### src/include/antic_macros.svh
////////////////////////////////////////////////////////////////////////////
// ANTIC register map and constants
////////////////////////////////////////////////////////////////////////////
`ifndef ANTIC_MACROS_SVH
`define ANTIC_MACROS_SVH

// Register offsets within $D4xx
`define REG_DMACTL      4'h0
`define REG_CHACTL      4'h1
`define REG_DLISTL      4'h2
`define REG_DLISTH      4'h3
`define REG_NMIEN       4'hE

// OS shadow copies of the display-list pointer
`define SHADOW_DLISTL   16'h0230
`define SHADOW_DLISTH   16'h0231

// Control bits
`define DMACTL_DL_BIT   5       // Display-list DMA enable
`define NMIEN_DLI_BIT   7       // DLI enable

// Counter bits that take part in the increment
`define DL_WRAP_BITS    10

`endif

### src/antic_pkg.sv
////////////////////////////////////////////////////////////////////////////
// ANTIC display-list types
////////////////////////////////////////////////////////////////////////////
package antic_pkg;

        // Fetch engine states
        typedef enum logic [2:0] {
                shadowLo,       // Read $0230
                shadowHi,       // Read $0231
                fetchInstr,
                fetchOpLo,
                fetchOpHi,
                emit,           // instrValid cycle
                waitLine,       // Line engine busy
                waitVblank
        } fetchState_e;

        // Instruction classes
        typedef enum logic [1:0] {
                blank,
                modeLine,
                jump,
                jumpVblank
        } dlOpcode_e;

        // Decoded display-list instruction
        typedef struct packed {
                dlOpcode_e      opcode;
                logic [3:0]     mode;           // Blank lines minus one for blank
                logic           dli;
                logic           lms;
                logic           hscrol;
                logic           vscrol;
                logic [15:0]    operand;        // Screen address or jump target
        } dlInstr_t;

        // CPU register write
        typedef struct packed {
                logic [3:0]     addr;
                logic [7:0]     data;
        } regWrite_t;

endpackage

### src/anticRegs.sv
////////////////////////////////////////////////////////////////////////////
// ANTIC CPU register writes
////////////////////////////////////////////////////////////////////////////
`timescale 1ns/100ps

`include "antic_macros.svh"

module anticRegs (
        input  logic                    phi2,
        input  logic                    RST,
        input  logic                    regWrite,
        input  antic_pkg::regWrite_t    regBus,
        output logic                    dlEnable,
        output logic                    dliEnable,
        output logic [7:0]              chactl,
        output logic                    ptrLoadLo,
        output logic                    ptrLoadHi,
        output logic [7:0]              ptrData
);

        logic [7:0] dmactl;
        logic [7:0] nmien;

        // Control registers, both off after reset
        always_ff @(posedge phi2) begin
                if (RST) begin
                        dmactl <= 8'h00;
                        nmien  <= 8'h00;
                end else if (regWrite) begin
                        case (regBus.addr)
                                `REG_DMACTL: dmactl <= regBus.data;
                                `REG_NMIEN:  nmien  <= regBus.data;
                                default: ;
                        endcase
                end
        end

        // Character control, passed on to the playfield side
        always_ff @(posedge phi2) begin
                if (regWrite && regBus.addr == `REG_CHACTL)
                        chactl <= regBus.data;
        end

        assign dlEnable  = dmactl[`DMACTL_DL_BIT];
        assign dliEnable = nmien[`NMIEN_DLI_BIT];

        // Pointer bytes live in the counter, so only strobe them here
        assign ptrLoadLo = regWrite && (regBus.addr == `REG_DLISTL);
        assign ptrLoadHi = regWrite && (regBus.addr == `REG_DLISTH);
        assign ptrData   = regBus.data;

endmodule

### src/anticTop.sv
////////////////////////////////////////////////////////////////////////////
// ANTIC display-list DMA top
////////////////////////////////////////////////////////////////////////////
`timescale 1ns/100ps

module anticTop (
        input  logic                    phi2,
        input  logic                    RST,
        input  logic                    regWrite,
        input  antic_pkg::regWrite_t    regBus,
        input  logic [7:0]              dataIn,
        input  logic                    lineDone,
        input  logic                    vblank,
        output logic [15:0]             address,
        output logic                    halt,
        output logic                    instrValid,
        output antic_pkg::dlInstr_t     instr,
        output logic                    nmi,
        output logic [7:0]              chactl
);

        logic           dlEnable;
        logic           dliEnable;
        logic           ptrLoadLo;
        logic           ptrLoadHi;
        logic [7:0]     ptrData;
        logic           fetchLoadLo;
        logic           fetchLoadHi;
        logic [7:0]     fetchData;
        logic           incr;
        logic           loadFull;
        logic [15:0]    fullValue;
        logic [15:0]    pointer;        // DLISTH:DLISTL

        anticRegs u_anticRegs (
                .phi2           (phi2),
                .RST            (RST),
                .regWrite       (regWrite),
                .regBus         (regBus),
                .dlEnable       (dlEnable),
                .dliEnable      (dliEnable),
                .chactl         (chactl),
                .ptrLoadLo      (ptrLoadLo),
                .ptrLoadHi      (ptrLoadHi),
                .ptrData        (ptrData)
        );

        dlCounter u_dlCounter (
                .phi2           (phi2),
                .ptrLoadLo      (ptrLoadLo),
                .ptrLoadHi      (ptrLoadHi),
                .ptrData        (ptrData),
                .fetchLoadLo    (fetchLoadLo),
                .fetchLoadHi    (fetchLoadHi),
                .loadFull       (loadFull),
                .fullValue      (fullValue),
                .fetchData      (fetchData),
                .incr           (incr),
                .pointer        (pointer)
        );

        dlFetch u_dlFetch (
                .phi2           (phi2),
                .RST            (RST),
                .dlEnable       (dlEnable),
                .dliEnable      (dliEnable),
                .dataIn         (dataIn),
                .pointer        (pointer),
                .lineDone       (lineDone),
                .vblank         (vblank),
                .halt           (halt),
                .address        (address),
                .fetchLoadLo    (fetchLoadLo),
                .fetchLoadHi    (fetchLoadHi),
                .fetchData      (fetchData),
                .incr           (incr),
                .loadFull       (loadFull),
                .fullValue      (fullValue),
                .instrValid     (instrValid),
                .instr          (instr),
                .nmi            (nmi)
        );

endmodule

### src/dlCounter.sv
////////////////////////////////////////////////////////////////////////////
// Display-list counter
////////////////////////////////////////////////////////////////////////////
`timescale 1ns/100ps

`include "antic_macros.svh"

module dlCounter (
        input  logic            phi2,
        input  logic            ptrLoadLo,
        input  logic            ptrLoadHi,
        input  logic [7:0]      ptrData,
        input  logic            fetchLoadLo,
        input  logic            fetchLoadHi,
        input  logic            loadFull,
        input  logic [15:0]     fullValue,
        input  logic [7:0]      fetchData,
        input  logic            incr,
        output logic [15:0]     pointer
);

        logic                           byteLoad;
        logic [`DL_WRAP_BITS-1:0]       nextLow;

        assign byteLoad = ptrLoadLo || ptrLoadHi || fetchLoadLo || fetchLoadHi;

        // Upper bits never carry, list wraps inside its 1K block
        assign nextLow = pointer[`DL_WRAP_BITS-1:0] + `DL_WRAP_BITS'(1);

        always_ff @(posedge phi2) begin
                if (loadFull) begin
                        pointer <= fullValue;           // Jump target
                end else if (byteLoad) begin
                        if (fetchLoadLo)
                                pointer[7:0] <= fetchData;
                        else if (ptrLoadLo)
                                pointer[7:0] <= ptrData;
                        if (fetchLoadHi)
                                pointer[15:8] <= fetchData;
                        else if (ptrLoadHi)
                                pointer[15:8] <= ptrData;
                end else if (incr) begin
                        pointer[`DL_WRAP_BITS-1:0] <= nextLow;
                end
        end

endmodule

### src/dlDecode.sv
////////////////////////////////////////////////////////////////////////////
// Display-list instruction decode
////////////////////////////////////////////////////////////////////////////
`timescale 1ns/100ps

module dlDecode (
        input  logic [7:0]              instrByte,
        output antic_pkg::dlInstr_t     decoded,
        output logic [1:0]              operandCount
);
        import antic_pkg::*;

        logic [3:0] lowNibble;

        assign lowNibble = instrByte[3:0];

        always_comb begin
                decoded         = '0;
                decoded.dli     = instrByte[7];         // Same bit for every class
                decoded.mode    = lowNibble;
                operandCount    = 2'd0;

                case (lowNibble)
                        4'h0: begin
                                // Blank lines, count minus one in bits 6:4
                                decoded.opcode = blank;
                                decoded.mode   = {1'b0, instrByte[6:4]};
                        end
                        4'h1: begin
                                // Bit 6 picks JVB over JMP
                                if (instrByte[6])
                                        decoded.opcode = jumpVblank;
                                else
                                        decoded.opcode = jump;
                                operandCount = 2'd2;    // Target address
                        end
                        default: begin
                                decoded.opcode = modeLine;
                                decoded.lms    = instrByte[6];
                                decoded.vscrol = instrByte[5];
                                decoded.hscrol = instrByte[4];
                                if (instrByte[6])
                                        operandCount = 2'd2;    // New screen address
                        end
                endcase
        end

endmodule

### src/dlFetch.sv
////////////////////////////////////////////////////////////////////////////
// Display-list fetch engine
////////////////////////////////////////////////////////////////////////////
`timescale 1ns/100ps

`include "antic_macros.svh"

module dlFetch (
        input  logic                    phi2,
        input  logic                    RST,
        input  logic                    dlEnable,
        input  logic                    dliEnable,
        input  logic [7:0]              dataIn,
        input  logic [15:0]             pointer,
        input  logic                    lineDone,
        input  logic                    vblank,
        output logic                    halt,
        output logic [15:0]             address,
        output logic                    fetchLoadLo,
        output logic                    fetchLoadHi,
        output logic [7:0]              fetchData,
        output logic                    incr,
        output logic                    loadFull,
        output logic [15:0]             fullValue,
        output logic                    instrValid,
        output antic_pkg::dlInstr_t     instr,
        output logic                    nmi
);
        import antic_pkg::*;

        fetchState_e    state;
        fetchState_e    nextState;
        logic           started;        // Low for the cycle right after reset
        dlInstr_t       decoded;
        logic [1:0]     operandCount;
        logic           instrRead;

        dlDecode u_dlDecode (
                .instrByte      (dataIn),
                .decoded        (decoded),
                .operandCount   (operandCount)
        );

        assign instrRead = (state == fetchInstr) && dlEnable;

        // Bus request per state
        always_comb begin
                case (state)
                        shadowLo:               halt = started;
                        shadowHi:               halt = 1'b1;
                        fetchInstr:             halt = dlEnable;
                        fetchOpLo, fetchOpHi:   halt = 1'b1;
                        default:                halt = 1'b0;
                endcase
        end

        always_comb begin
                case (state)
                        shadowLo: address = `SHADOW_DLISTL;
                        shadowHi: address = `SHADOW_DLISTH;
                        default:  address = pointer;
                endcase
        end

        // Counter control
        assign fetchLoadLo = (state == shadowLo) && started;
        assign fetchLoadHi = (state == shadowHi);
        assign fetchData   = dataIn;
        assign incr        = instrRead || state == fetchOpLo || state == fetchOpHi;
        assign loadFull    = (state == emit) && (instr.opcode == jump ||
                             instr.opcode == jumpVblank);
        assign fullValue   = instr.operand;

        assign instrValid  = (state == emit);
        assign nmi         = instrValid && instr.dli && dliEnable;

        always_comb begin
                nextState = state;
                case (state)
                        shadowLo: begin
                                if (started)
                                        nextState = shadowHi;
                        end
                        shadowHi: nextState = fetchInstr;
                        fetchInstr: begin
                                if (dlEnable)
                                        nextState = (operandCount == 2'd2) ? fetchOpLo : emit;
                        end
                        fetchOpLo: nextState = fetchOpHi;
                        fetchOpHi: nextState = emit;
                        emit: begin
                                case (instr.opcode)
                                        jump:           nextState = fetchInstr;
                                        jumpVblank:     nextState = waitVblank;
                                        default:        nextState = waitLine;
                                endcase
                        end
                        waitLine: begin
                                if (lineDone)
                                        nextState = fetchInstr;
                        end
                        waitVblank: begin
                                if (vblank)
                                        nextState = fetchInstr;
                        end
                        default: nextState = shadowLo;
                endcase
        end

        always_ff @(posedge phi2) begin
                if (RST) begin
                        state   <= shadowLo;
                        started <= 1'b0;
                end else begin
                        state   <= nextState;
                        started <= 1'b1;
                end
        end

        // Instruction record, operand bytes arrive low then high
        always_ff @(posedge phi2) begin
                if (instrRead)
                        instr <= decoded;
                if (state == fetchOpLo)
                        instr.operand[7:0] <= dataIn;
                if (state == fetchOpHi)
                        instr.operand[15:8] <= dataIn;
        end

endmodule

### config.mk
export PLATFORM = sky130hd
export DESIGN_NAME = anticTop
export DESIGN_NICKNAME = d
export VERILOG_FILES = /design/src/antic_pkg.sv /design/src/anticRegs.sv /design/src/anticTop.sv /design/src/dlCounter.sv /design/src/dlDecode.sv /design/src/dlFetch.sv
export VERILOG_INCLUDE_DIRS = /design/src /design/src/include
export SDC_FILE = /design/constraint.sdc
export NUM_CORES = 1
export LEC_CHECK = 0
export BUFFER_PORTS_ARGS = -buffer_cell sky130_fd_sc_hd__buf_2
export CORE_MARGIN = 8
export CORE_UTILIZATION = 45
export CTS_BUF_LIST = sky130_fd_sc_hd__clkbuf_8
export DETAILED_ROUTE_END_ITERATION = 7
export GPL_TIMING_DRIVEN = 0
export PLACE_DENSITY = 0.79
export SETUP_SLACK_MARGIN = 0.1
export SLEW_MARGIN = 20
export SYNTH_ARGS = -nofsm -noshare
export SYNTH_HDL_FRONTEND = slang
export SYNTH_SLANG_ARGS = --single-unit
### constraint.sdc
create_clock -name phi2 -period 5.53 [get_ports phi2]
set_clock_uncertainty 0.2 [all_clocks]
set_input_delay 0.2765 -clock phi2 [delete_from_list [all_inputs] [get_ports phi2]]
set_output_delay 0.2765 -clock phi2 [all_outputs]
set_load 0.02 [all_outputs]
== After elaboration in Yosys (flattened, before gate mapping) ==
Index checks and enable logic that the tools add are counted.

* Flip-flop bits (word level): 68
* Bits of input ports: 25

* Add/sub/neg operators: 1
* Equality and inequality tests: 21
* Muxes and demuxes: 26
* Reduce and logical (&&, ||, !) cells: 30

{| class="wikitable"
|+ Operators by type and width
! kind !! count
|-
| 8-bit 2-to-1 mux || 6
|-
| 16-bit 2-to-1 mux || 2
|-
| 16-bit one-hot mux with 2 select lines || 1
|-
| 3-bit one-hot mux with 8 select lines || 1
|-
| 10-bit 2-to-1 mux || 2
|-
| 3-bit 2-to-1 mux || 6
|-
| 3-bit equality test (second input constant) || 4
|-
| 10-bit by 1-bit adder with 10-bit output (second input constant) || 1
|-
| 2-bit AND reduction || 5
|-
| 4-bit by 1-bit equality test with 1-bit output (second input constant) || 2
|-
| 4-bit by 2-bit equality test with 1-bit output (second input constant) || 2
|-
| 1-bit logical AND || 8
|-
| 4-bit logical NOT || 2
|-
| 4-bit by 2-bit inequality test with 1-bit output (second input constant) || 2
|-
| 2-bit one-hot mux with 2 select lines || 2
|-
| 2-bit equality test (second input constant) || 3
|-
| 3-bit by 2-bit equality test with 1-bit output (second input constant) || 2
|-
| 1-bit logical OR || 6
|-
| 6-bit 2-to-1 mux || 1
|-
| 2-bit inequality test (second input constant) || 3
|-
| 3-bit one-hot mux with 2 select lines || 1
|-
| 2-bit nonzero test || 3
|-
| 3-bit nonzero test || 2
|-
| 4-bit equality test (second input constant) || 1
|-
| 9 further kinds || 10
|}

== Longest topological paths before layout ==
* Depth after elaboration: 7
* Gate-level depth with buffers: 6
* Mapped depth without buffers: 5

== By module ==
From an unflattened synthesis, not the netlist that was laid out.

* Cell total of the unflattened synthesis: 299
* Area total of the unflattened synthesis: 3,473.3 sq um

{| class="wikitable"
|+ By module, submodules not included
! module !! times used !! cells an instance !! area an instance (sq um) !! sequential area each (sq um)
|-
| dlFetch || 1 || 126 || 1,655.3 || 860.8
|-
| dlCounter || 1 || 108 || 1,124.8 || 480.5
|-
| anticRegs || 1 || 32 || 439.2 || 280.3
|-
| dlDecode || 1 || 33 || 254.0 || 0.0
|}

== Least setup slack after synthesis ==
Ideal clock, no wire load.

* Kind: reg2reg
* Start: register u_dlFetch.state[1]
* End: register u_dlFetch.fullValue[10] (netlist name)
* Setup time: 326 ps
* Data arrival time: 1,645 ps
* Required time: 5,004 ps
* Path slack: 3,359 ps
* Cell stages (with the launch flop): 6
* Path buffers: 2
* Clock period less this slack: 2,171 ps
* Cell sequence: dfxtp_1 buf_4 buf_2 nand3b_1 nor2_1 a21o_1

* Longest elaborated chain between the ends: 3
* Elaborated cells on any way between the ends: 4
* Those cells by class: 2 x eq/ne; 2 x reduce/logical

{| class="wikitable"
|+ RTL lines
! element !! RTL line !! source
|-
| start, declared || dlFetch.sv:31 || <nowiki>fetchState_e state;</nowiki>
|-
| start signal, assigned || dlFetch.sv:112 || <nowiki>state <= shadowLo;</nowiki>
|-
| start signal, assigned || dlFetch.sv:115 || <nowiki>state <= nextState;</nowiki>
|-
| 3-bit by 2-bit equality test with 1-bit output || dlFetch.sv:44 || <nowiki>assign instrRead = (state == fetchInstr) && dlEnable;</nowiki>
|-
| 1-bit logical AND || dlFetch.sv:44 ||
|-
| named net u_dlFetch.instrRead || dlFetch.sv:36 || <nowiki>logic instrRead;</nowiki>
|-
| 2-bit nonzero test (no source line) || - ||
|}

The timed path passes the listed nets, and every way through them passes these cells.
A chain may end at the register's enable or synchronous reset.

== Final worst setup path ==
* Start: register u_dlFetch.state[2]
* End: output port address[4]

* Longest elaborated chain between the ends: 2
* Elaborated cells on any way between the ends: 3
* Those cells by class: 1 x eq/ne; 1 x mux; 1 x reduce/logical

{| class="wikitable"
|+ RTL lines
! element !! RTL line !! source
|-
| 3-bit by 1-bit equality test with 1-bit output / 3-bit logical NOT (equally long branches) || dlFetch.sv:58 || <nowiki>case (state)</nowiki>
|-
| 16-bit one-hot mux with 2 select lines (*) || dlFetch.sv:58 ||
|-
| end, declared || anticTop.sv:14 || <nowiki>output logic [15:0] address,</nowiki>
|}

Mark *: on every way between the ends. The rest lies on a longest branch, timed or not.

==> flow_metrics.tcl <==
set metrics [dict create \
    viasPerCell 5.82 \
    relSlewSlack 0.376 \
    grt_pass1_wl_mm 13.4 \
    end_kind "output pin" \
    cp-startpoint "u_dlFetch.state[2]" \
    ioPinCount 78 \
    vias 2602 \
    root_buffer "clkbuf_8" \
    start_util 0.466 \
    synth_edf_count 50 \
    htreeDepth 2 \
    drc 0 \
    grt_max_degree 19 \
    cap_violations 0 \
    grt_overflow_total 0 \
    syn-num-nets 307 \
    dr.pass1.iters 5 \
    setup_viol 0 \
    drive_above_1_share 0.276 \
    rsz0062_at_grt "no" \
    power_frac_clock 0.229 \
    pwr-share-seq 0.523 \
    nets 395 \
    port_buffers 76 \
    synth_area_leader_cell "edfxtp_1" \
    switching_share 0.315 \
    synth-seq-cells 56 \
    crit_arrival_ns 2.15 \
    worst-slew-pin-transition_ns 0.933 \
    p_leak_nw 1.51 \
    row_count 29 \
    core_area_um2 6390 \
    ys_top_cells_by_count "edfxtp_1, nand2_1, nor2_1" \
    synth-main-ff-cell "edfxtp_1" \
    gp_congestion 0.961 \
    hp-class "input port to register" \
    async_flop_share 0 \
    ir_drop_mv 0.167 \
    power_frac_comb 0.247 \
    clk_latency_ns 0.32 \
    synth_area_per_cell_um2 10.6 \
    powerDensity_nw_per_um2 279 \
    r2r_start "u_dlFetch.state[1]" \
    fin_crit_sh 0.475 \
    die_h_um 97.3 \
    final_hold_viol_count 0 \
    antenna_found_initial 0 \
    yosys-top-cells-area "edfxtp_1, dfxtp_1, and3_1, nor2b_1, nand2_1" \
    p_int_mw 0.685 \
    power.switching_mw 0.316 \
    die-area_um2 9470 \
    cts_tree "yes" \
    grt.total_usage 0.172 \
    drv_slew 0 \
    start_kind "register" \
    yosys_warnings 0 \
    fmax_mhz 380 \
    synth-seq-area-share 0.545 \
    status "complete, no violations" \
    synth.cell_area_um2 2980 \
    wl_per_cell_um 19.0 \
    clockBufferDepth 2 \
    crit_path_end "address[4]" \
    ant_nets 0 \
    fin_util 0.563 \
    synth.top_cell.area_share 0.504 \
    wirelength_mm 8.47 \
    first_iter_violations 203 \
    antennaDiodeCount 0 \
    cts_buffers 5 \
    cts_sinks 56 \
    required_ns 5.05 \
    clk_pin_slew_ns 0.10 \
    setup_tns_ns 0 \
    critPathKind "register to output pin" \
    regToRegSetupSlack_ns 2.90 \
    grt_pass1_vias 2660 \
    rr_endpoint "u_dlFetch.fullValue[12]" \
    finalCriticalPeriod_ns 2.63 \
    cts_setup_buffers 0 \
    dpl.hpwl_mm 6.42 \
    area_growth_syn_to_layout_pct 20.7 \
    yosysUniqueCellTypes 56 \
    crit_path_max_fanout 10 \
    synth_cells 281 \
    synth.most_common_cell "edfxtp_1" \
    die_w_um 97.3 \
    reg2regPathDepth 5 \
]
-- kinds of logic after synthesis --
group | share of synthesized area
AND/OR/NAND/NOR | 0.241
AO/OA/AOI/OAI | 0.150
XOR/XNOR | 0.00883
flip-flops | 0.545
adder cells (fa/ha/maj) | 0.00420
buffers and inverters | 0.0294
multiplexers | 0.0223
-- power groups by stage --
stage / sequential [mW] / combinational, mW / clock, mW
2_1_floorplan: 0.530 / 0.164 / 0
3_3_place_gp: 0.532 / 0.233 / 0
4_1_cts: 0.523 / 0.245 / 0.233
3_5_place_dp: 0.533 / 0.240 / 0
6_report: 0.524 / 0.248 / 0.230
5_1_grt: 0.528 / 0.271 / 0.246
-- state kept, by name, summed over array words and instances (netlist names) --
signal               count
u_dlCounter.pointer     16
u_dlFetch.fullValue     16
u_dlFetch.instr         10
u_anticRegs.chactl       8
u_dlFetch.state          3
u_anticRegs.dmactl       1
u_anticRegs.nmien        1
u_dlFetch.started        1
-- metal layers --
metal	GRT usage	wire, um	vias to the layer above
met5	0	0	-
met4	0.0618	193	0
met3	0.0477	808	24
met2	0.281	4000	146
met1	0.211	3470	1193
li1	-	-	1239
-- through the flow --
step | std cells | hold slack [ns] | worst slack [ns] | total power [mW] | instance area (um^2)
final | 447 | 0.00564 | 2.90 | 1.00 | 3590
after global routing | 447 | 0.00537 | 2.74 | 1.05 | 3590
after CTS | 447 | 0.000818 | 2.89 | 1.00 | 3590
after detailed placement | 434 | 0.278 | 2.92 | 0.773 | 3450
after global placement | 434 | 0.264 | 3.02 | 0.766 | 3450
after floorplan | 281 | 0.133 | 3.36 | 0.694 | 2980
-- worst max-delay path, cell delays in order (launching register included) --
cell,delay [ns]
dfxtp_1,0.35
buf_2,0.21
buf_2,0.21
nor2_1,0.40
clkbuf_1,0.34
or2_2,0.17
buf_2,0.15
-- what timing repair did --
action                                  CTS  global route
gates resized for setup                   0             0
endpoints found under the hold margin     5             0
hold buffers                              5             0
endpoints found under the setup margin    0             0
-- cell type report --
class	instances	area (um^2)
plain buffers	18	80.1
clock inverters	3	21.3
flip-flops and latches	56	1620
fillers	583	2790
repair buffers	81	430
clock buffers	5	68.8
inverters	2	7.51
multi-input cells	205	1270
well taps	77	96.3
-- layout by cell type, fill, tap and decap left out, drive strengths merged, types with 3 or more instances in the layout --
cell type	count
and3	19
a21oi	13
edfxtp	50
nand2	26
a31oi	7
dfxtp	6
clkbuf	15
mux2i	4
o21ai	13
o21a	3
nor2b	17
o31a	3
or2	3
dlygate4sd3	5
nand2b	4
inv	3
o22ai	3
nor2	21
nand3	11
buf	84
nor3	8
a211oi	6
a21o	6
-- how the worst min path moves through the flow --
| stage | from | end | slack [ns] | depth (start not counted) |
|---|---|---|---|---|
| CTS | regBus[6] | u_anticRegs.chactl[6] | 0.0008 | 1 |
| detailed placement | u_anticRegs.nmien[7] | u_anticRegs.nmien[7] | 0.28 | 2 |
| global placement | u_anticRegs.nmien[7] | u_anticRegs.nmien[7] | 0.26 | 2 |
| global route | regBus[6] | u_anticRegs.chactl[6] | 0.005 | 1 |
| finish | regBus[4] | u_anticRegs.chactl[4] | 0.006 | 1 |
| floorplan | RST | u_dlFetch.started | 0.13 | 1 |
Power figures use the tool's default switching activity.
